--- src/include/bp_defines.svh ---
`ifndef BP_DEFINES_SVH
`define BP_DEFINES_SVH

// global history length in bits
`define GH_WIDTH 10

// pattern table index width, the table holds 2**PHT_IDX_WIDTH counters
// kept equal to GH_WIDTH so the gshare hash is a plain xor
`define PHT_IDX_WIDTH 10

// unresolved branches allowed in flight
`define QUEUE_LEN 8

// fetch address width
`define PC_WIDTH 32

`endif

--- src/hw/bp_pkg.sv ---
`include "bp_defines.svh"

package bp_pkg;

    // speculative global history, newest outcome in bit 0
    typedef logic [`GH_WIDTH-1:0] ghist_t;

    // pattern table index
    typedef logic [`PHT_IDX_WIDTH-1:0] pht_idx_t;

    // fetch address
    typedef logic [`PC_WIDTH-1:0] pc_t;

    // 2-bit saturating counter, upper bit is the prediction
    typedef enum logic [1:0] {
        strongly_not_taken = 2'b00,
        weakly_not_taken   = 2'b01,
        weakly_taken       = 2'b10,
        strongly_taken     = 2'b11
    } ctr_t;

    // counts 0 to QUEUE_LEN inclusive
    typedef logic [$clog2(`QUEUE_LEN + 1)-1:0] qcount_t;

endpackage

--- src/hw/ghr.sv ---
`include "bp_defines.svh"

module ghr
    import bp_pkg::*;
(
    input  logic   clk,
    input  logic   rstn,
    input  logic   predict_valid,
    input  logic   pred_taken,
    input  logic   resolve_valid,
    input  logic   mispredict,
    output ghist_t ghist
);

    localparam int PTR_W = $clog2(`QUEUE_LEN);

    logic             restore;
    logic             shift_in;
    ghist_t           ghist_next;
    qcount_t          live_cnt;
    logic [PTR_W-1:0] oldest_pos;
    ghist_t           chkpt_q [`QUEUE_LEN];

    assign restore    = resolve_valid && mispredict;
    // a predict next to a mispredicting resolve is squashed
    assign shift_in   = predict_valid && !restore;
    assign ghist_next = {ghist[`GH_WIDTH-2:0], pred_taken};
    assign oldest_pos = PTR_W'(live_cnt - qcount_t'(1));

    // each checkpoint already holds the corrected outcome of its branch
    always_ff @(posedge clk) begin
        if (shift_in) begin
            chkpt_q[0] <= {ghist[`GH_WIDTH-2:0], ~pred_taken};
            for (int i = 1; i < `QUEUE_LEN; i++) begin
                chkpt_q[i] <= chkpt_q[i-1];
            end
        end
    end

    // live checkpoints, the oldest sits at live_cnt - 1
    always_ff @(posedge clk or negedge rstn) begin
        if (!rstn) begin
            live_cnt <= '0;
        end else if (restore) begin
            live_cnt <= '0;
        end else if (shift_in && !resolve_valid) begin
            live_cnt <= live_cnt + qcount_t'(1);
        end else if (resolve_valid && !shift_in) begin
            live_cnt <= live_cnt - qcount_t'(1);
        end
    end

    always_ff @(posedge clk or negedge rstn) begin
        if (!rstn) begin
            ghist <= '0;
        end else if (restore) begin
            ghist <= chkpt_q[oldest_pos];
        end else if (shift_in) begin
            ghist <= ghist_next;
        end
    end

    // holds only while fetch honours the queue full flag
    a_live_cnt_bound: assert property (
        @(posedge clk) disable iff (!rstn)
        live_cnt <= qcount_t'(`QUEUE_LEN)
    ) else $error("ghr: live checkpoint count above queue length");

endmodule

--- config.mk ---
export PLATFORM = sky130hd
export DESIGN_NAME = ghr
export DESIGN_NICKNAME = d
export VERILOG_FILES = /design/src/hw/bp_pkg.sv /design/src/hw/ghr.sv
export VERILOG_INCLUDE_DIRS = /design/src /design/src/include
export SDC_FILE = /design/constraint.sdc
export NUM_CORES = 1
export LEC_CHECK = 0
export BUFFER_PORTS_ARGS = -buffer_cell sky130_fd_sc_hd__buf_2
export CAP_MARGIN = 20
export CORE_UTILIZATION = 45
export CTS_CLUSTER_DIAMETER = 60
export DETAILED_ROUTE_END_ITERATION = 10
export SLEW_MARGIN = 20
export SYNTH_ARGS = -nofsm -noshare
export SYNTH_HDL_FRONTEND = slang
export SYNTH_SLANG_ARGS = --single-unit
--- constraint.sdc ---
create_clock -name clk -period 6.9 [get_ports clk]
set_input_delay 0.345 -clock clk [delete_from_list [all_inputs] [get_ports clk]]
set_output_delay 0.345 -clock clk [all_outputs]
set_load 0.01 [all_outputs]
Word level (Yosys, flattened, before mapping) --
Memory sizes are Yosys's and may differ from the RTL's. Index checks and enable logic that the tools add are counted.
Word-level totals: register bits after elaboration 14, bits in writable memories 80, bits of input ports 6, output and inout port bits 10, word-level logic and storage cells 22, memories 1
Operators by class: $add $sub $neg 2, mux-type cells 7, bitwise operators 1, reductions and logical operators 9
Memory list:
- chkpt_q | depth 8, width 10, rd ports 8, clocked after memory_dff 0, write ports 8, RTL line ghr.sv:22 | ghist_t chkpt_q [`QUEUE_LEN];
Operators by type and width (count):
- $mux W10 | 2
- $mux W4 | 3
- $add A4 B1 Y4 const B | 1
- $logic_and A1 B1 Y1 | 4
- $sub A4 B1 Y4 const B | 1
- $logic_not A1 Y1 | 3
- $reduce_bool A3 Y1 | 1
- $mux W1 | 2
- $reduce_bool A2 Y1 | 1
- $not A1 Y1 | 1

Logic depth before layout (Yosys ltp) --
Gate-level depths: netlist of the first run.
depth after elaboration 8, depth in mapped cells 9, gate-level depth less buffers 5

Least setup slack after synthesis of the first run --
OpenSTA, ideal clock, no wires.
path kind input to register, start point in predict_valid, end point mem chkpt_q[0][0] in the netlist's numbering, enable pin, library setup time 0.528 ns, arrival time 4.546 ns, slack 1.827 ns, cell stages on the path 3, path buffers 2, cell sequence buf_2 -> clkbuf_1 -> nor2b_1
RTL lines:
- start: declaration | RTL line ghr.sv:8 | input logic predict_valid,
- end: declaration | RTL line ghr.sv:22

Worst setup path after layout of the first run --
start point reg live_cnt[0], end point reg ghist[6]
Between the ends: longest elaborated chain between the ends 3
RTL lines:
- start: declaration | RTL line ghr.sv:20 | qcount_t live_cnt;
- start signal: assignment | RTL line ghr.sv:47 | live_cnt <= live_cnt + qcount_t'(1);
- start signal: assignment | RTL line ghr.sv:49 | live_cnt <= live_cnt - qcount_t'(1);
- $sub A4 B1 Y4
- $mem_v2 Z8 W10
- $mux W10 | RTL line ghr.sv:56 | end else if (restore) begin
- end signal: assignment | RTL line ghr.sv:57 | ghist <= chkpt_q[oldest_pos];
- end signal: assignment | RTL line ghr.sv:59 | ghist <= ghist_next;
- end: declaration | RTL line ghr.sv:12 | output ghist_t ghist
No other way between the ends. A chain may end at the register's enable or synchronous reset.

==> metrics.cfg, run 1 <==
[timing]
setup_violations=0
drv_slew=0
fin_skew_ns=0.00826
fin_crit_ns=3.02
period_share_pct=43.8
tns_ns=0
worst_pin_slew_ns=1.03
fmax_mhz=331
grt_setup_unrepaired=no
hold_violations=0
max_slew_margin_pct=30.9

[setup_path]
slowest_delay_ns=1.03
cp.depth=5
path_buf_inv=1
path_cells=inv_1, ha_1, xnor2_1, and2_1, a221o_1
crit_family=flip-flops
r2r_start=live_cnt[0]
cp_data_required_time_ns=7.19
crit_path_end_kind=flop
slowest_stage=dfrtp_2
critPathLaunchType=flop
reg2regPathDepth=5
crit_type=flop to flop
critPathMaxFanout=33
rrSetupSlack_ns=3.88
timing.rr.end=ghist[6]
worst-endpoint-arrival_ns=3.32

[cts]
cts-buffers-inserted=9
root_buffer=clkbuf_8
clock_sinks=93
cts_resized=0
cts_setup_buffers=0
h-tree-depth=3
cts.reportedPaths.clkPinSlew_ns=0.09
clock_latency_ns=0.35
clock_path_buffers=2
tritoncts=done
hold_buffers=1

[layout]
antennaDiodeCount=0
multiInputGateArea_um2=952
final_cells=333
nFillCells=637
final-seq-area_um2=2730
syn2layout_area_growth_pct=8.88
drive_gt1_share_pct=18.2
nets=234
postLayoutCoreUtil_pct=51.8

[placed_design]
portBuffers=15
place.gp.congestion=0.733
place.detailed.hpwl_um=3650
dp.cells=316

[floorplan]
die_x_um=93.3
fp.dieH_um=93.3
core-area_um2=7890
start_util_pct=47.5
num_rows=32
fp.dieArea_um2=8700
io_pins=16

[drt]
post-route-drc-count=0
postRouteAntennaNets=0
first_pass_iters=4
via_per_inst=5.58
avgRoutedWirePerCell_um=18.3
vias=1857
first_iter_violations=106
drt-total-wl_um=6080

[pwr]
power_leakage_nw=1.48
power_w=0.00136
ir_worst_vdd_uv=213
p_per_area_nw_per_um2=333

[status]
outcome=finished clean

[global_route]
grt_max_degree=81
grt-ovfl-total=0
antenna_found_initial=0
grt_usage_pct=15.8
grt_pass1_vias=1852
grt_pass1_wl_um=9990

[hold_path]
hold_start=pred_taken
hold_path_end=chkpt_q[0][0]
whs_path_depth=2
hp-class=input port to flop

[logic_synthesis]
syn_area_per_cell_um2=17.9
syn_inst=209
synth_fp_nets=217
synth_cell_type_count=25
synth-seq-cells=93
yosysWarnings=0
ys_seq_area_share_pct=72.7
synth_area_um2=3750

[job]
drv_cap=0

worst max-delay path by stage:
| stage | from | endpoint | slack, ns |
|---|---|---|---|
| after floorplan | predict_valid | chkpt_q[0][0] | 1.83 |
| after global placement | live_cnt[0] | ghist[9] | 3.83 |
| after detailed placement | live_cnt[0] | ghist[1] | 3.83 |
| after CTS | live_cnt[0] | ghist[1] | 3.81 |
| after global routing | live_cnt[0] | ghist[0] | 3.59 |
| final | live_cnt[0] | ghist[6] | 3.88 |
synth_stat cells:
cell type	count	share of area (%)
edfxtp_1	80	64
mux2i_1	32	8.5
dfrtp_1	13	8.7
nand2b_1	11	1.8
nor2_1	11	1.1
o22ai_1	11	1.8
a221o_1	10	2.7
mux4_2	10	6.0
buf_2	5	0.67
inv_1	4	0.40
clkbuf_1	3	0.30
and2_1	2	0.33
buf_6	2	0.60
ha_1	2	0.67
nor2b_1	2	0.33
xnor2_1	2	0.47
a21o_1	1	0.20
a21oi_1	1	0.13
buf_1	1	0.10
nand2_1	1	0.10
nand3_1	1	0.13
nand3b_1	1	0.20
o211ai_1	1	0.20
o21a_1	1	0.20
o32ai_1	1	0.23
metal layers:
metal | wire length [µm] | track usage (%) | vias to the layer above
li1 | - | - | 863
met1 | 2920 | 22.4 | 940
met2 | 2810 | 22.7 | 45
met3 | 253 | 4.63 | 9
met4 | 102 | 6.54 | 0
met5 | 0 | 0 | -
worst reg2reg max path, cell delays in order, from the launching register on:
cell and delay [ns]:
dfrtp_2 1.03, inv_1 0.11, ha_1 0.27, xnor2_1 0.81
and2_1 0.51, a221o_1 0.24
cell families after synthesis:
kind of cell	synth area share [%]
fa+ha+maj	0.667
buf+inv	2.07
compound gates	5.47
flops	72.7
mux	14.5
xor+xnor	0.467
simple gates	4.04
sequential cells by signal (all words and copies together), names as in the netlist:
signal and flops:
chkpt_q 80, ghist 10, live_cnt 3
report_power, final:
part           internal, W  switching, W  total (W)
clock network     0.000131      0.000183   0.000314
registers         0.000703     0.0000724   0.000776
logic             0.000134      0.000136   0.000271
cell usage in the layout (no fill, tap or decap), types with 2 or more instances in the layout:
master	count
and2_1	2
edfxtp_1	80
mux4_2	10
a221o_1	10
o22ai_1	11
xnor2_1	2
nand2b_1	11
dfrtp_1	12
clkinv_2	2
clkbuf_8	9
ha_1	2
nor2_1	11
buf_2	15
mux2i_1	32
inv_1	4
through the flow:
step	area, µm²	setup WS, ns	hold WS [ns]
floorplan	3750	1.83	0.0494
global placement	3910	3.83	0.265
detailed placement	3910	3.83	0.269
CTS	4080	3.81	0.223
global route	4080	3.59	0.227
finish	4080	3.88	0.242
area by class of cell:
cell class	instances	area share, %
sequential	93	66.8
clock buffer	10	3.13
timing repair buffer	17	2.27
inverter	4	0.368
multi-input combinational	101	23.3
clock inverter	6	0.950
tap	102	3.13
Note: power is estimated with default switching activity, not from simulation.
==> inputs of run 2 (changes only) <==
==> constraint.sdc (replaced) <==
create_clock -name clk -period 2.72 [get_ports clk]
set_input_delay 0.136 -clock clk [delete_from_list [all_inputs] [get_ports clk]]
set_output_delay 0.136 -clock clk [all_outputs]
set_load 0.01 [all_outputs]
==> metrics.cfg, run 2 (synthesis gave the netlist of run 1 again) <==
[status]
outcome=finished clean

[timing]
fin_crit_ns=2.14  ; -0.881 ns
holdWs_ns=0.0397  ; -0.203 ns
drv_slew=0  ; unchanged
period_share_pct=78.7  ; +35 points
hold_violations=0  ; unchanged
fin_skew_ns=0.00466  ; -0.00360 ns
max_slew_margin_pct=61.0  ; +30 points
fmax_mhz=467  ; +41%
worst_pin_slew_ns=0.585  ; -0.443 ns
grt_setup_unrepaired=no
tns_ns=0  ; unchanged
setup_violations=0  ; unchanged

[drt]
top_layer=met4
drt-total-wl_um=6310  ; +3.7%
via_per_inst=5.49  ; -1.5%
vias=1873  ; +0.86%
drt-met1-wl_um=3060  ; +4.7%
wl_met2_um=2890  ; +2.8%
wl_met3_um=316  ; +25%
post-route-drc-count=0  ; unchanged
first_pass_iters=4  ; unchanged
first_iter_violations=125  ; +18%
postRouteAntennaNets=0  ; unchanged
avgRoutedWirePerCell_um=18.5  ; +1.3%

[floorplan]
start_util_pct=47.5  ; unchanged
fp.dieH_um=93.3  ; unchanged
io_pins=16  ; unchanged
core-area_um2=7890  ; unchanged
num_rows=32  ; unchanged
die_x_um=93.3  ; unchanged
fp.dieArea_um2=8700  ; unchanged

[setup_path]
path_buf_inv=1  ; unchanged
cp_data_required_time_ns=2.96  ; -4.23 ns
slowest_stage=ha_1
slowest_delay_ns=0.54  ; -0.49 ns
worst-endpoint-arrival_ns=2.38  ; -0.94 ns
crit_family=adder cells
crit_type=flop to flop
crit_path_end_kind=flop
critPathLaunchType=flop
critPathMaxFanout=11  ; -67%
path_cells=inv_1, ha_1, nand3b_1, o22ai_1, a221o_1

[layout]
nets=242  ; +3.4%
final-seq-area_um2=2730  ; unchanged
design_area_um2=4180  ; +2.3%
top_regs=chkpt_q x80, ghist x10, live_cnt x3
antennaDiodeCount=0  ; unchanged
largest-register=chkpt_q
nFillCells=625  ; -1.9%
drive_gt1_share_pct=21.8  ; +3.6 points
syn2layout_area_growth_pct=11.3
final_cell_mix=edfxtp_1, mux2i_1, buf_2, dfrtp_1
largest_register_ffs=80  ; unchanged
multiInputGateArea_um2=952  ; unchanged
final_common_cell=edfxtp_1

[cts]
cts-buffers-inserted=9  ; unchanged
clock_latency_ns=0.35  ; about the same
cts.reportedPaths.clkPinSlew_ns=0.09  ; about the same
root_buffer=clkbuf_8
clock_sinks=93  ; unchanged
h-tree-depth=3  ; unchanged
cts_setup_buffers=0  ; unchanged
tritoncts=done
clock_path_buffers=2  ; unchanged

[pwr]
p_seq_share_pct=54.3  ; -2.7 points
share_comb_of_total_power_pct=21.8  ; +1.9 points
p_switching_w=0.00102  ; +160%
p_per_area_nw_per_um2=853  ; +160%
swShare_pct=28.5  ; -0.32 points
power_leakage_nw=1.53  ; +3.7%
clkPwrFrac_pct=23.9  ; +0.8 points
internal_power_w=0.00254  ; +160%
ir_worst_vdd_uv=422  ; +98%

[global_route]
grt_usage_pct=16.3  ; +0.54 points
antenna_found_initial=0  ; unchanged
grt_max_degree=33  ; -59%
grt-ovfl-total=0  ; unchanged
grt_pass1_vias=1842  ; -0.54%
grt_pass1_wl_um=10200  ; +2.0%

[job]
drv_cap=0  ; unchanged

[placed_design]
place.gp.congestion=0.707  ; -3.7%
dpl-instance-area_um2=3980  ; +1.9%
portBuffers=15  ; unchanged
place.detailed.hpwl_um=3930  ; +7.7%

[hold_path]
hp-class=input port to flop

-- run 2: final timing paths --
kind                               start             to  slack, ns  depth (start not counted)
setup / recovery             live_cnt[1]       ghist[8]       0.58                          5
hold reg to reg            chkpt_q[6][8]  chkpt_q[7][8]       0.45                          0
min in group asynchronous           rstn       ghist[4]       0.23                          2
hold / removal                pred_taken  chkpt_q[0][0]       0.04                          2
max in group asynchronous           rstn    live_cnt[0]       2.20                          2
setup reg to reg             live_cnt[1]       ghist[8]       0.58                          5
-- run 2: through the flow --
stage | setup slack, ns | instances | util (%) | power (W)
5_1_grt | 0.478 | 341 | 52.9 | 0.00374
4_1_cts | 0.559 | 341 | 52.9 | 0.00361
3_3_place_gp | 0.643 | 324 | 50.4 | 0.00273
6_report | 0.578 | 341 | 52.9 | 0.00356
2_1_floorplan | 0.257 | 209 | - | 0.00246
3_5_place_dp | 0.587 | 324 | 50.4 | 0.00275
-- run 2: layout make-up --
type | count | share of cell area, %
well taps | 102 | 3.06
clock buffers | 11 | 3.63
multi-input cells | 101 | 22.8
repair buffers | 25 | 3.96
flip-flops and latches | 93 | 65.4
clock inverters | 5 | 0.839
inverters | 4 | 0.360
-- run 2: timing repair --
action,4_1_cts,5_1_grt
endpoints found under the hold margin,13,0
hold buffers,1,0
gates resized for setup,0,0
-- run 2: per-layer routing --
metal | GRT usage [%] | vias up
met5 | 0 | -
met3 | 5.37 | 4
met4 | 4.87 | 0
met1 | 23.2 | 950
li1 | - | 881
met2 | 24.0 | 38
-- run 2: power groups by stage --
| stage | clock, W | sequential (W) | combinational, W |
|---|---|---|---|
| 2_1_floorplan | 0 | 0.00194 | 0.000518 |
| 3_3_place_gp | 0 | 0.00196 | 0.000768 |
| 3_5_place_dp | 0 | 0.00196 | 0.000786 |
| 4_1_cts | 0.000884 | 0.00194 | 0.000787 |
| 5_1_grt | 0.000931 | 0.00196 | 0.000844 |
| 6_report | 0.000852 | 0.00193 | 0.000775 |
