<file path="config.mk">
export PLATFORM = sky130hd
export DESIGN_NAME = inflight_queue
export DESIGN_NICKNAME = d
export VERILOG_FILES = /design/src/hw/bp_pkg.sv /design/src/hw/inflight_queue.sv
export VERILOG_INCLUDE_DIRS = /design/src /design/src/include
export SDC_FILE = /design/constraint.sdc
export NUM_CORES = 1
export LEC_CHECK = 0
export ABC_CLOCK_PERIOD_IN_PS = 11860
export BUFFER_PORTS_ARGS = -buffer_cell sky130_fd_sc_hd__buf_2
export CAP_MARGIN = 30
export CORE_MARGIN = 1
export CORE_UTILIZATION = 25
export DETAILED_ROUTE_END_ITERATION = 6
export PLACE_DENSITY = 0.37
export SLEW_MARGIN = 40
export SYNTH_ARGS = -nofsm -noshare
export SYNTH_HDL_FRONTEND = slang
export SYNTH_SLANG_ARGS = --single-unit
</file>
<file path="constraint.sdc">
create_clock -name clk -period 11.86 [get_ports clk]
set_clock_uncertainty 0.2 [all_clocks]
set_input_delay 1.779 -clock clk [delete_from_list [all_inputs] [get_ports clk]]
set_output_delay 1.779 -clock clk [all_outputs]
set_load 0.005 [all_outputs]
</file>
<file path="src/include/bp_defines.svh">
`ifndef BP_DEFINES_SVH
`define BP_DEFINES_SVH

// global history length in bits
`define GH_WIDTH 10

// pattern table index width, the table holds 2**PHT_IDX_WIDTH counters
// kept equal to GH_WIDTH so the gshare hash is a plain xor
`define PHT_IDX_WIDTH 10

// unresolved branches allowed in flight
`define QUEUE_LEN 8

// fetch address width
`define PC_WIDTH 32

`endif

</file>
<file path="src/hw/bp_pkg.sv">
`include "bp_defines.svh"

package bp_pkg;

    // speculative global history, newest outcome in bit 0
    typedef logic [`GH_WIDTH-1:0] ghist_t;

    // pattern table index
    typedef logic [`PHT_IDX_WIDTH-1:0] pht_idx_t;

    // fetch address
    typedef logic [`PC_WIDTH-1:0] pc_t;

    // 2-bit saturating counter, upper bit is the prediction
    typedef enum logic [1:0] {
        strongly_not_taken = 2'b00,
        weakly_not_taken   = 2'b01,
        weakly_taken       = 2'b10,
        strongly_taken     = 2'b11
    } ctr_t;

    // counts 0 to QUEUE_LEN inclusive
    typedef logic [$clog2(`QUEUE_LEN + 1)-1:0] qcount_t;

endpackage

</file>
<file path="src/hw/inflight_queue.sv">
`include "bp_defines.svh"

module inflight_queue
    import bp_pkg::*;
(
    input  logic     clk,
    input  logic     rstn,
    input  logic     predict_valid,
    input  pht_idx_t pred_idx,
    input  logic     pred_taken,
    input  logic     resolve_valid,
    input  logic     resolve_taken,
    output logic     mispredict,
    output logic     full,
    output logic     upd_valid,
    output pht_idx_t upd_idx,
    output logic     upd_taken
);

    localparam int PTR_W = $clog2(`QUEUE_LEN);

    pht_idx_t         idx_q   [`QUEUE_LEN];
    logic             taken_q [`QUEUE_LEN];
    logic [PTR_W-1:0] head_q;
    logic [PTR_W-1:0] tail_q;
    qcount_t          cnt_q;
    logic             push;
    logic             flush_all;

    function automatic logic [PTR_W-1:0] ptr_inc(input logic [PTR_W-1:0] p);
        if (p == PTR_W'(`QUEUE_LEN - 1)) begin
            return '0;
        end
        return p + PTR_W'(1);
    endfunction

    assign full      = (cnt_q == qcount_t'(`QUEUE_LEN));
    // compare against the oldest stored guess
    assign flush_all = resolve_valid && (taken_q[head_q] != resolve_taken);
    assign mispredict = flush_all;
    assign push      = predict_valid && !full && !flush_all;

    assign upd_valid = resolve_valid;
    assign upd_idx   = idx_q[head_q];
    assign upd_taken = resolve_taken;

    always_ff @(posedge clk) begin
        if (push) begin
            idx_q[tail_q]   <= pred_idx;
            taken_q[tail_q] <= pred_taken;
        end
    end

    always_ff @(posedge clk or negedge rstn) begin
        if (!rstn) begin
            head_q <= '0;
            tail_q <= '0;
            cnt_q  <= '0;
        end else if (flush_all) begin
            // younger branches are squashed along with the head
            head_q <= '0;
            tail_q <= '0;
            cnt_q  <= '0;
        end else begin
            if (push) begin
                tail_q <= ptr_inc(tail_q);
            end
            if (resolve_valid) begin
                head_q <= ptr_inc(head_q);
            end
            if (push && !resolve_valid) begin
                cnt_q <= cnt_q + qcount_t'(1);
            end else if (resolve_valid && !push) begin
                cnt_q <= cnt_q - qcount_t'(1);
            end
        end
    end

    // branches resolve in order, never more than were predicted
    a_no_resolve_empty: assert property (
        @(posedge clk) disable iff (!rstn)
        resolve_valid |-> (cnt_q != '0)
    ) else $error("inflight_queue: resolve with nothing in flight");

    // fetch must stall on full, or the history would shift without a queue entry
    a_no_push_full: assert property (
        @(posedge clk) disable iff (!rstn)
        (predict_valid && !flush_all) |-> !full
    ) else $error("inflight_queue: predict issued while full");

endmodule

</file>
=== After elaboration in Yosys (flattened, before gate mapping) ===
Memories as Yosys holds them, arrays and structs flattened.
Cells that the tools add are included.

* Register bits after elaboration: 10
* Memory bits (writable): 88
* Input port bits: 16
* Output and inout bits: 14
* Logic and storage cells: 44
* Memories kept: 2

* $add $sub $neg: 4
* Equality and inequality tests: 4
* Muxes and demuxes: 19
* Reductions and logical operators: 12

{| class="wikitable"
|+ Memories
! name !! words !! bits a word !! read ports !! clocked after memory_dff !! wr ports !! line !! RTL
|-
| idx_q || 8 || 10 || 1 || 0 || 1 || inflight_queue.sv:22 || <nowiki>pht_idx_t idx_q [`QUEUE_LEN];</nowiki>
|-
| taken_q || 8 || 1 || 1 || 0 || 1 || inflight_queue.sv:23 || <nowiki>logic taken_q [`QUEUE_LEN];</nowiki>
|}

{| class="wikitable"
|+ Operators with widths
! kind !! count
|-
| 3-bit 2-to-1 mux || 8
|-
| 4-bit 2-to-1 mux || 3
|-
| 1-bit 2-to-1 mux || 8
|-
| 3-bit by 1-bit adder with 3-bit output, second input constant || 2
|-
| 3-bit equality test, second input constant || 2
|-
| 1-bit logical AND || 5
|-
| 4-bit by 1-bit adder with 4-bit output, second input constant || 1
|-
| 4-bit equality test, second input constant || 1
|-
| 1-bit zero test || 4
|-
| 2-bit nonzero test || 2
|-
| 4-bit by 1-bit subtractor with 4-bit output, second input constant || 1
|-
| 3-bit nonzero test || 1
|-
| 1-bit != test || 1
|}

=== Depth between registers and ports, before layout ===
Gate-level depths: netlist of run 1.
An unclocked memory read counts as a cell.

* Depth in word-level cells: 10
* Gate-level depth with buffers: 9
* Depth with buffers taken out: 9

=== Least setup slack after synthesis of run 1 ===
No wires, ideal clock.

* Path type: input to register
* Start point: input port resolve_taken
* End point: memory idx_q[2][0] (netlist name) (enable)
* Setup time: 0.441 ns
* Data arrival time: 3.877 ns
* Data required time: 11.219 ns
* Slack: 7.342 ns
* Stages on the path: 2
* Buffers on the path: 0
* Cells stage by stage: xnor2_4 a2111oi_0

* Word-level cells in the longest chain between the ends: 6

{| class="wikitable"
|+ RTL lines
! item !! line !! RTL
|-
| from (decl) || inflight_queue.sv:12 || <nowiki>input logic resolve_taken,</nowiki>
|-
| 1-bit != test || inflight_queue.sv:39 || <nowiki>assign flush_all = resolve_valid && (taken_q[head_q] != resolve_taken);</nowiki>
|-
| 1-bit logical AND || inflight_queue.sv:39 ||
|-
| 1-bit zero test || inflight_queue.sv:41 || <nowiki>assign push = predict_valid && !full && !flush_all;</nowiki>
|-
| 1-bit logical AND || inflight_queue.sv:41 ||
|-
| 1-bit 2-to-1 mux || inflight_queue.sv:48 || <nowiki>if (push) begin</nowiki>
|-
| 1-bit 2-to-1 mux (not written as such) || inflight_queue.sv:49 || <nowiki>idx_q[tail_q] <= pred_idx;</nowiki>
|-
| to (decl) || inflight_queue.sv:22 ||
|}

No other way between the ends.

=== Worst setup path in the final report of run 1 ===
* Start point: input port resolve_taken
* End point: output port mispredict

* Word-level cells in the longest chain between the ends: 2

{| class="wikitable"
|+ RTL lines
! item !! line !! RTL
|-
| 1-bit != test || inflight_queue.sv:39 ||
|-
| 1-bit logical AND || inflight_queue.sv:39 ||
|-
| to (decl) || inflight_queue.sv:13 || <nowiki>output logic mispredict,</nowiki>
|}

No other way between the ends.

==> impl_metrics.sql, run 1 <==
INSERT INTO impl_metrics (metric_group, metric, value, unit) VALUES
('floorplanning', 'core_region_area', '16100', 'um2'),
('synthesis', 'syn_area_per_cell', '18.7', 'um2'),
('global_route', 'grt_first_pass_wirelength', '13800', 'um'),
('sta', 'worst_slack', '7110', 'ps'),
('sta', 'worstMarginPinSlew', '785', 'ps'),
('worst_setup_path', 'r2r_end', 'idx_q[2][8]', ''),
('synthesis', 'synth_area', '4150', 'um2'),
('final_layout', 'antenna_cells', '0', ''),
('synthesis', 'synth.net_count', '245', ''),
('route', 'drc_violations', '0', ''),
('pwr', 'p_leak', '1.65', 'nW'),
('clock_network', 'cts_tree', 'yes', ''),
('sta', 'timing.slew.headroom', '0.477', ''),
('synthesis', 'yosys_warnings', '0', ''),
('synthesis', 'post_synth_inst_count', '222', ''),
('clock_network', 'h-tree-depth', '3', ''),
('min_path', 'hold-path-endpoint', 'cnt_q[2]', ''),
('clock_network', 'clkSlewWorstSetupHoldPaths', '60', 'ps'),
('route', 'met1Wirelength', '4320', 'um'),
('clock_network', 'numClockSinks', '98', ''),
('sta', 'setup_violations', '0', ''),
('global_route', 'overflow', '0', ''),
('worst_setup_path', 'worst_r2r_startpoint', 'head_q[0]', ''),
('worst_setup_path', 'worst_setup_path_end_kind', 'output port', ''),
('final_layout', 'drive_gt1_frac', '0.358', ''),
('worst_setup_path', 'worst_path_largest_cell_delay', '530', 'ps'),
('floorplanning', 'die-height', '131', 'um'),
('route', 'avgViaCountPerCell', '4.44', ''),
('place', 'dp.final_hpwl', '5290', 'um'),
('clock_network', 'cts.repair.resized', '0', ''),
('synthesis', 'synthDistinctLibCells', '38', ''),
('worst_setup_path', 'critPathArrivalTime', '2770', 'ps'),
('synthesis', 'synthTopCellsByArea', 'edfxtp_1 64%, mux4_2 11%, dfrtp_1 6.0%', ''),
('min_path', 'hold_path_depth', '2', ''),
('worst_setup_path', 'r2r_slack', '8410', 'ps'),
('clock_network', 'clockRootBuffer', 'clkbuf_16', ''),
('pwr', 'pwrdens', '218', 'nW/um2'),
('floorplanning', 'dieArea', '17100', 'um2'),
('route', 'drtPass1Iterations', '4', ''),
('synthesis', 'synth_largest_type_area_fraction', '0.637', ''),
('worst_setup_path', 'cpLargestDelayFamily', 'XOR/XNOR gates', ''),
('sta', 'layout_worst_path_cycle_share', '0.400', ''),
('worst_setup_path', 'critical_path.n_buffers_inverters', '2', ''),
('place', 'port_buffers', '29', ''),
('worst_setup_path', 'timing.critical_path.mode_cell', 'buf_2', ''),
('synthesis', 'synth-seq-cells', '98', ''),
('floorplanning', 'placementRows', '46', ''),
('worst_setup_path', 'crit_chain', 'buf_2 > xnor2_4 > and2_1 > buf_2', ''),
('final_layout', 'syn2layout_area_growth', '19.0', '%'),
('worst_setup_path', 'wp_data_required', '9880', 'ps'),
('floorplanning', 'die_w', '131', 'um'),
('worst_setup_path', 'critical_path.max_fanout', '19', ''),
('place', 'place_ws', '7100', 'ps'),
('final_layout', 'fin_nets', '283', ''),
('worst_setup_path', 'worst_setup_path_type', 'input pin to output port', ''),
('worst_setup_path', 'crit_path_start_kind', 'input pin', ''),
('sta', 'unrepaired_setup_endpoints_after_global_routing', 'false', ''),
('floorplanning', 'effective_utilization_at_floorplan', '0.258', ''),
('route', 'via_count', '2134', ''),
('route', 'post_drt_wl_per_cell', '18.2', 'um'),
('route', 'maxUsedRoutingLayer', 'met4', ''),
('clock_network', 'postCtsSetupRepairBufs', '0', ''),
('sta', 'number_of_endpoints_with_negative_hold_slack_in_the_final_report', '0', ''),
('clock_network', 'cts_buffers', '9', ''),
('synthesis', 'netlist.top_cell.by_area', 'edfxtp_1', ''),
('pwr', 'worst_ir_drop_vdd', '0.0000812', 'V'),
('run_status', 'outcome', 'complete, no violations', ''),
('clock_network', 'clockBufferDepth', '2', ''),
('route', 'met2WireLength', '4050', 'um'),
('worst_setup_path', 'rr_worst_depth', '5', ''),
('global_route', 'globalRouteTotalUtil', '0.116', '');
[cells by family after synthesis]
group | count (synthesis) | synth area share
DFF | 98 | 0.698
muxes | 38 | 0.158
AOI/OAI and AO/OA | 31 | 0.0546
and+or+nand+nor | 26 | 0.0323
buffers and inverters | 19 | 0.0232
adders and majority gates | 7 | 0.0229
xor gates and xnor gates | 3 | 0.0109
[registers in the layout, indices dropped and copies added, names as in the netlist]
register,count
head_q,3
cnt_q,4
idx_q,80
taken_q,8
tail_q,3
[synth_stat cells (all sizes together)]
master   instances
mux2            10
or4b             1
mux4            21
dfrtp           10
a2111oi          7
or3b             1
mux2i            7
nor3             2
nand2            8
a21boi           1
and2             1
a21oi            6
a211o            1
clkinv           1
xnor2            3
or4              1
edfxtp          88
a21o             2
clkbuf           6
a32oi            1
nand3b           1
or3              1
o21ai            3
fa               1
o211ai           2
ha               6
nand3            4
buf              6
o2bb2ai          3
a2bb2oi          1
a22oi            2
a211oi           2
inv              6
nand2b           2
nor2             4
[layout by cell type (no fill, tap or decap), types with 7 or more instances in the layout]
cell	Yosys	layout
edfxtp_1	88	88
buf_2	2	29
mux4_2	21	21
mux2_2	10	10
buf_4	2	10
clkbuf_16	0	9
dfrtp_1	10	9
nand2_1	8	8
mux2i_1	7	7
[stage by stage]
step                std cells   util  hold slack (ps)  cell area (um2)
floorplan                 222      -              334             4150
global placement          465  0.287              378             4600
detailed placement        465  0.287              384             4610
CTS                       481  0.307              394             4930
global route              481  0.307              428             4930
finish                    481  0.307              392             4930
[metal layers]
| layer | up-vias | track usage |
|---|---|---|
| li1 | 978 | - |
| met1 | 1119 | 0.159 |
| met2 | 26 | 0.174 |
| met3 | 11 | 0.0244 |
| met4 | 0 | 0.0588 |
| met5 | - | 0 |
[worst max-delay path by stage]
stage               cells past startpoint           to  slack [ps]     startpoint
floorplan                               2  idx_q[2][0]        7340  resolve_taken
global placement                        4   mispredict        7110  resolve_taken
detailed placement                      4   mispredict        7100  resolve_taken
CTS                                     5   mispredict        7090      head_q[0]
global route                            5   mispredict        6960      head_q[0]
finish                                  4   mispredict        7110  resolve_taken
[final cells by class]
type,count,area (um2)
multi-input cells,105,1190
flip-flops and latches,98,2900
clock inverters,7,98.8
fillers,1565,11100
well taps,216,270
repair buffers,39,220
clock buffers,9,225
inverters,7,26.3
[tightest hold or removal path, cell delays in order (launching register included)]
cell and delay (ps):
dfrtp_1 420, nand2_1 80, a22oi_1 60
[power by group]
part	switching [mW]	internal, mW	leakage, nW
Sequential	0.0521	0.423	0.925
Clock	0.131	0.187	0.162
Combinational	0.135	0.146	0.561
Total	0.318	0.756	1.65
Power figures use the tool's default switching activity.
==> inputs of run 2 (changes only) <==
Settings changed: ABC_CLOCK_PERIOD_IN_PS 11860 to 4800.
Clock period 11.86 ns to 4.8 ns, I/O delays scaled along.
==> impl_metrics.sql, run 2 (synthesis gave the netlist of run 1 again) <==
INSERT INTO impl_metrics (metric_group, metric, value, unit) VALUES
('run_status', 'outcome', 'complete, no violations', ''),
('floorplanning', 'effective_utilization_at_floorplan', '0.258', ''),
('sta', 'setup_violations', '0', ''),
('clock_network', 'postCtsSetupRepairBufs', '0', ''),
('global_route', 'largest_net_degree_at_the_start_of_global_routing', '28', ''),
('global_route', 'globalRouteTotalUtil', '0.115', ''),
('clock_network', 'clkSlewWorstSetupHoldPaths', '70', 'ps'),
('pwr', 'internal_power', '1.76', 'mW'),
('worst_setup_path', 'crit_path_top_delay_cell', 'dfrtp_4', ''),
('route', 'via_count', '2127', ''),
('worst_setup_path', 'worst_setup_path_end_kind', 'output port', ''),
('sta', 'finalMaxSlewViolations', '0', ''),
('worst_setup_path', 'worst_path_largest_cell_delay', '790', 'ps'),
('pwr', 'power_switching', '0.779', 'mW'),
('route', 'drtIter0Drc', '118', ''),
('final_layout', 'area_taken_by_flip_flops_and_latches', '2900', 'um2'),
('place', 'place.gp.congestion', '0.669', ''),
('sta', 'setup_tns', '0', 'ps'),
('route', 'avgViaCountPerCell', '4.43', ''),
('worst_setup_path', 'critical_path.max_fanout', '27', ''),
('pwr', 'comb_power_share', '0.274', ''),
('pwr', 'pwrdens', '521', 'nW/um2'),
('clock_network', 'cts-hold-fix-buffers', '0', ''),
('final_layout', 'top_regs', 'idx_q (80), taken_q (8), cnt_q (4)', ''),
('final_layout', 'final_cells', '480', ''),
('route', 'totalWireLength', '8770', 'um'),
('worst_setup_path', 'r2r_end', 'idx_q[3][1]', ''),
('floorplanning', 'placementRows', '46', ''),
('final_layout', 'mostFrequentLayoutCells', '88 x edfxtp_1, 29 x buf_2, 21 x mux4_2, 10 x mux2_2', ''),
('sta', 'number_of_endpoints_with_negative_hold_slack_in_the_final_report', '0', ''),
('floorplanning', 'ios', '30', ''),
('pwr', 'power.share.switching', '0.307', ''),
('sta', 'timing.final.crit_period', '3670', 'ps'),
('place', 'dp.cells', '464', ''),
('final_layout', 'drive_gt1_frac', '0.348', ''),
('min_path', 'hold_class', 'input pin to async pin', ''),
('clock_network', 'clock_insertion_delay_worst_skew', '350', 'ps'),
('pwr', 'clkPwrFrac', '0.264', ''),
('final_layout', 'layout_commonest_cell', 'edfxtp_1', ''),
('worst_setup_path', 'crit_path_start_kind', 'flip-flop', ''),
('job', 'cap_viol_max_count', '0', ''),
('floorplanning', 'core_region_area', '16100', 'um2'),
('worst_setup_path', 'critPathArrivalTime', '2750', 'ps'),
('worst_setup_path', 'critPathCapture', 'mispredict', ''),
('sta', 'unrepaired_setup_endpoints_after_global_routing', 'false', ''),
('clock_network', 'numClockSinks', '98', ''),
('worst_setup_path', 'worst_r2r_startpoint', 'head_q[0]', ''),
('worst_setup_path', 'worst_setup_path_type', 'flip-flop to output port', ''),
('pwr', 'seq_power_share', '0.462', ''),
('floorplanning', 'dieArea', '17100', 'um2'),
('worst_setup_path', 'crit_chain', 'mux2i_1 > mux4_2 > xnor2_4 > and2_1 > buf_2', ''),
('final_layout', 'fin_nets', '282', ''),
('worst_setup_path', 'critical_path.n_buffers_inverters', '1', ''),
('final_layout', 'multi_input_area', '1190', 'um2'),
('worst_setup_path', 'number_of_gates_on_the_worst_path_with_buffers_counted', '5', ''),
('worst_setup_path', 'cpLargestDelayFamily', 'flip-flops', ''),
('final_layout', 'layout_fillers', '1590', ''),
('place', 'dp.final_hpwl', '5070', 'um'),
('global_route', 'initial_antenna_violation_count', '0', ''),
('route', 'post_drt_wl_per_cell', '18.3', 'um'),
('route', 'antenna_left', '0', ''),
('worst_setup_path', 'wp_data_required', '3880', 'ps'),
('final_layout', 'max_ffs_per_register', '80', ''),
('sta', 'max_clock_freq', '272', 'MHz'),
('place', 'port_buffers', '29', ''),
('floorplanning', 'die_w', '131', 'um'),
('sta', 'worstMarginPinSlew', '787', 'ps'),
('global_route', 'overflow', '0', ''),
('floorplanning', 'die-height', '131', 'um'),
('final_layout', 'antenna_cells', '0', ''),
('global_route', 'grt_first_pass_wirelength', '13800', 'um'),
('pwr', 'worst_ir_drop_vdd', '0.000166', 'V'),
('clock_network', 'cts_buffers', '9', ''),
('clock_network', 'clockBufferDepth', '2', ''),
('worst_setup_path', 'rr_worst_depth', '5', ''),
('pwr', 'p_leak', '1.62', 'nW'),
('clock_network', 'clockRootBuffer', 'clkbuf_16', ''),
('route', 'drc_violations', '0', ''),
('sta', 'timing.slew.headroom', '0.475', ''),
('final_layout', 'registers.top_by_ff_count', 'idx_q', ''),
('clock_network', 'h-tree-depth', '3', ''),
('worst_setup_path', 'cp-startpoint', 'head_q[0]', ''),
('clock_network', 'cts_tree', 'yes', ''),
('clock_network', 'cts.repair.resized', '0', ''),
('final_layout', 'syn2layout_area_growth', '17.4', '%'),
('sta', 'layout_worst_path_cycle_share', '0.765', ''),
('global_route', 'grt_pass1_vias', '2237', ''),
('route', 'drtPass1Iterations', '7', ''),
('worst_setup_path', 'r2r_slack', '1730', 'ps');
## run 2: cell types whose count changed in the layout (fill, tap and decap cells not counted), sizes merged
cell,change
buf,-1
bufinv,-2
clkbuf,+1
clkinv,+1
## run 2: worst register-to-register path: stages, from the launching register on
cell       delay [ps]
dfrtp_4           790
mux2i_1           160
mux4_2            570
xnor2_4           300
a2111oi_2         430
buf_4             310
## run 2: how the worst min path moves through the flow
stage               startpoint  slack, ps         to  cells past startpoint
CTS                       rstn         40   cnt_q[2]                      1
finish                    rstn         50  head_q[2]                      1
global route              rstn         50   cnt_q[2]                      1
detailed placement    cnt_q[2]        370   cnt_q[2]                      2
floorplan                 rstn        220   cnt_q[0]                      0
global placement      cnt_q[2]        380   cnt_q[2]                      2
## run 2: area by class of cell
type | count | area share
sequential | 98 | 0.595
multi-input combinational | 105 | 0.245
tap | 216 | 0.0555
clock buffer | 10 | 0.0470
timing repair buffer | 38 | 0.0437
clock inverter | 6 | 0.00822
inverter | 7 | 0.00540
## run 2: metrics by stage
stage	area [um2]	util	hold slack [ps]	worst slack (ps)	total power [mW]
CTS	4870	0.303	41.4	1030	2.59
finish	4870	0.303	46.5	1130	2.54
global route	4870	0.303	49.9	937	2.70
global placement	4600	0.286	377	1220	1.91
floorplan	4150	-	224	874	1.65
detailed placement	4600	0.286	370	1440	1.91
## run 2: power groups by stage
stage,Sequential [mW],Combinational (mW),Clock (mW)
global route,1.20,0.770,0.728
global placement,1.20,0.713,0
detailed placement,1.20,0.708,0
CTS,1.18,0.713,0.697
finish,1.17,0.694,0.670
floorplan,1.10,0.547,0
## run 2: metal layers
layer	share of wire	track usage	wire length, um	up-vias
li1	-	-	-	979
met4	0.011	0.0446	94	0
met1	0.49	0.161	4310	1111
met3	0.034	0.0314	295	6
met2	0.46	0.170	4070	31
met5	0	0	0	-
==> inputs of run 3 (changes only) <==
Settings changed: ABC_AREA from default to 1, ABC_CLOCK_PERIOD_IN_PS 4800 to 3250, PLACE_DENSITY 0.37 to 0.38.
Clock period 4.8 ns to 3.25 ns, I/O delays scaled along.
==> impl_metrics.sql, run 3 <==
INSERT INTO impl_metrics (metric_group, metric, value, unit) VALUES
('global_route', 'largest_net_degree_at_the_start_of_global_routing', '46', ''),
('clock_network', 'cts_tree', 'yes', ''),
('synthesis', 'post_synth_inst_count', '361', ''),
('route', 'drtIter0Drc', '131', ''),
('place', 'place_area', '4610', 'um2'),
('route', 'routed-wl-met3', '267', 'um'),
('synthesis', 'yosys.cell_count.top_type', 'edfxtp_1', ''),
('sta', 'timing.final.crit_period', '2850', 'ps'),
('final_layout', 'layout_fillers', '1610', ''),
('route', 'met2WireLength', '4720', 'um'),
('synthesis', 'ys_top_cells_by_count', '88 x edfxtp_1, 79 x nor2_1, 43 x o21ai_0, 32 x nand2_1, 26 x inv_1', ''),
('synthesis', 'syn_area_per_cell', '11.5', 'um2'),
('worst_setup_path', 'worst_path_largest_cell_delay', '490', 'ps'),
('run_status', 'outcome', 'complete, no violations', ''),
('sta', 'layout_worst_path_cycle_share', '0.876', ''),
('sta', 'max_clock_freq', '351', 'MHz'),
('synthesis', 'netlist.top_cell.by_area', 'edfxtp_1', ''),
('synthesis', 'synthTopCellsByArea', 'edfxtp_1 63%, nor2_1 7.1%, dfrtp_1 6.0%', ''),
('pwr', 'comb_power_share', '0.333', ''),
('final_layout', 'drive_gt1_frac', '0.183', ''),
('final_layout', 'registers.top_by_ff_count', 'idx_q', ''),
('clock_network', 'clkSlewWorstSetupHoldPaths', '70', 'ps'),
('pwr', 'power.share.switching', '0.347', ''),
('final_layout', 'antenna_cells', '0', ''),
('global_route', 'globalRouteTotalUtil', '0.128', ''),
('floorplanning', 'dieArea', '17200', 'um2'),
('floorplanning', 'core_region_area', '16100', 'um2'),
('pwr', 'pwrdens', '834', 'nW/um2'),
('synthesis', 'synth.net_count', '384', ''),
('route', 'antenna_left', '0', ''),
('worst_setup_path', 'worst_setup_path_type', 'flip-flop to output port', ''),
('route', 'maxUsedRoutingLayer', 'met4', ''),
('final_layout', 'mostFrequentLayoutCells', '88 x edfxtp_1, 79 x nor2_1, 43 x o21ai_0, 32 x nand2_1, 29 x buf_2', ''),
('clock_network', 'postCtsSetupRepairBufs', '0', ''),
('synthesis', 'yosys_most_used_dff', 'edfxtp_1', ''),
('sta', 'finalMaxSlewViolations', '0', ''),
('floorplanning', 'placementRows', '46', ''),
('place', 'place_ws', '610', 'ps'),
('route', 'totalWireLength', '9860', 'um'),
('pwr', 'clkPwrFrac', '0.274', ''),
('clock_network', 'h-tree-depth', '3', ''),
('place', 'dp.final_hpwl', '6250', 'um'),
('route', 'post_drt_wl_per_cell', '15.9', 'um'),
('final_layout', 'final_cell_area', '4940', 'um2'),
('final_layout', 'layout_commonest_cell', 'edfxtp_1', ''),
('global_route', 'initial_antenna_violation_count', '0', ''),
('floorplanning', 'effective_utilization_at_floorplan', '0.259', ''),
('pwr', 'seq_power_share', '0.393', ''),
('pwr', 'power_switching', '1.43', 'mW'),
('sta', 'worstMarginPinSlew', '515', 'ps'),
('sta', 'setup_tns', '0', 'ps'),
('clock_network', 'clockRootBuffer', 'clkbuf_16', ''),
('final_layout', 'max_ffs_per_register', '80', ''),
('place', 'place.gp.congestion', '0.704', ''),
('synthesis', 'seq_area_frac_synth', '0.695', ''),
('worst_setup_path', 'critPathArrivalTime', '2160', 'ps'),
('synthesis', 'synth_area', '4160', 'um2'),
('final_layout', 'multi_input_area', '1070', 'um2'),
('worst_setup_path', 'wp_data_required', '2560', 'ps'),
('global_route', 'grt_first_pass_wirelength', '15700', 'um'),
('synthesis', 'yosys_warnings', '0', ''),
('worst_setup_path', 'crit_path_top_delay_cell', 'dfrtp_1', ''),
('route', 'drc_violations', '0', ''),
('clock_network', 'clockBufferDepth', '2', ''),
('sta', 'number_of_endpoints_with_negative_hold_slack_in_the_final_report', '0', ''),
('sta', 'timing.slew.headroom', '0.656', ''),
('clock_network', 'cts_buffers', '9', ''),
('min_path', 'hold_class', 'input pin to flip-flop', ''),
('worst_setup_path', 'worst_setup_path_end_kind', 'output port', ''),
('synthesis', 'ys_async_sr_fraction', '0.102', ''),
('synthesis', 'synth-seq-cells', '98', ''),
('sta', 'setup_violations', '0', ''),
('final_layout', 'top_regs', 'idx_q (80), taken_q (8), cnt_q (4)', ''),
('worst_setup_path', 'crit_chain', 'buf_4 > o21ai_0 > o22ai_1 > nor2_1 > a31oi_1 > buf_2', ''),
('sta', 'unrepaired_setup_endpoints_after_global_routing', 'false', ''),
('clock_network', 'clock_insertion_delay_worst_skew', '340', 'ps'),
('synthesis', 'synth_enable_flop_cells', '88', ''),
('route', 'drtPass1Iterations', '4', ''),
('synthesis', 'synthDistinctLibCells', '28', ''),
('place', 'port_buffers', '29', ''),
('floorplanning', 'ios', '30', ''),
('global_route', 'grt_pass1_vias', '2738', ''),
('sta', 'worst_slack', '401', 'ps'),
('pwr', 'p_leak', '1.88', 'nW'),
('final_layout', 'area_taken_by_flip_flops_and_latches', '2890', 'um2'),
('worst_setup_path', 'crit_path_start_kind', 'flip-flop', ''),
('clock_network', 'numClockSinks', '98', ''),
('route', 'via_count', '2659', ''),
('global_route', 'overflow', '0', ''),
('pwr', 'worst_ir_drop_vdd', '0.000292', 'V'),
('route', 'met1Wirelength', '4730', 'um'),
('floorplanning', 'die-height', '131', 'um'),
('synthesis', 'synth_largest_type_area_fraction', '0.635', ''),
('pwr', 'internal_power', '2.69', 'mW'),
('floorplanning', 'die_w', '131', 'um'),
('worst_setup_path', 'critical_path.max_fanout', '41', ''),
('final_layout', 'syn2layout_area_growth', '18.8', '%'),
('job', 'cap_viol_max_count', '0', ''),
('final_layout', 'fin_nets', '423', ''),
('route', 'avgViaCountPerCell', '4.28', '');
==> run 3: cell type report <==
type	instances	area share
well taps	216	0.0547
clock inverters	7	0.0190
multi-input cells	214	0.216
clock buffers	9	0.0456
repair buffers	46	0.0557
inverters	31	0.0240
flip-flops and latches	98	0.585
==> run 3: worst paths after layout <==
check,from,slack [ps],depth (start not counted),to
max,head_q[0],400,6,upd_idx[4]
min,pred_idx[7],220,1,idx_q[1][7]
max reg2reg,head_q[0],610,12,idx_q[3][1]
min reg2reg,cnt_q[0],330,2,cnt_q[0]
max in group asynchronous,rstn,2300,2,tail_q[1]
min in group asynchronous,rstn,340,2,cnt_q[3]
==> run 3: power by group through the flow <==
stage	Combinational, mW	Sequential, mW	Clock, mW
2_1_floorplan	0.923	1.63	0
3_3_place_gp	1.41	1.65	0
3_5_place_dp	1.40	1.65	0
4_1_cts	1.40	1.62	1.16
5_1_grt	1.59	1.64	1.20
6_report	1.38	1.62	1.13
==> run 3: logic make-up (layout without fill, tap and decap cells) <==
group | Yosys count | in the layout | synth area share
flip-flops | 98 | 98 | 0.695
XOR/XNOR | 1 | 1 | 0.00210
AND/OR/NAND/NOR | 139 | 139 | 0.144
AO/OA/AOI/OAI | 67 | 67 | 0.0872
adder cells (fa/ha/maj) | 7 | 7 | 0.0228
buffers and inverters | 49 | 93 | 0.0487
==> run 3: routing by layer <==
| layer | vias to the layer above | track usage |
|---|---|---|
| met5 | - | 0 |
| met4 | 0 | 0.0446 |
| met3 | 10 | 0.0289 |
| met2 | 35 | 0.206 |
| met1 | 1283 | 0.168 |
| li1 | 1331 | - |
==> run 3: repair_timing <==
| item | 4_1_cts | 5_1_grt |
|---|---|---|
| hold buffers | 1 | 0 |
| endpoints found under the hold margin | 10 | 0 |
| gates resized for setup | 0 | 0 |
==> run 3: through the flow <==
step / util / total power, mW / hold slack, ps / std cells
4_1_cts: 0.308 / 4.18 / 211 / 621
5_1_grt: 0.308 / 4.42 / 222 / 621
3_3_place_gp: 0.287 / 3.06 / 171 / 604
6_report: 0.308 / 4.12 / 221 / 621
3_5_place_dp: 0.287 / 3.04 / 175 / 604
2_1_floorplan: - / 2.55 / -8.09 / 361
==> run 3: critical path: cells and delay by family, from the launching register on <==
family	cells	cell delay (ps)
AOI/OAI and AO/OA	3	640
buffers and inverters	2	630
DFF	1	490
and+or+nand+nor	1	60
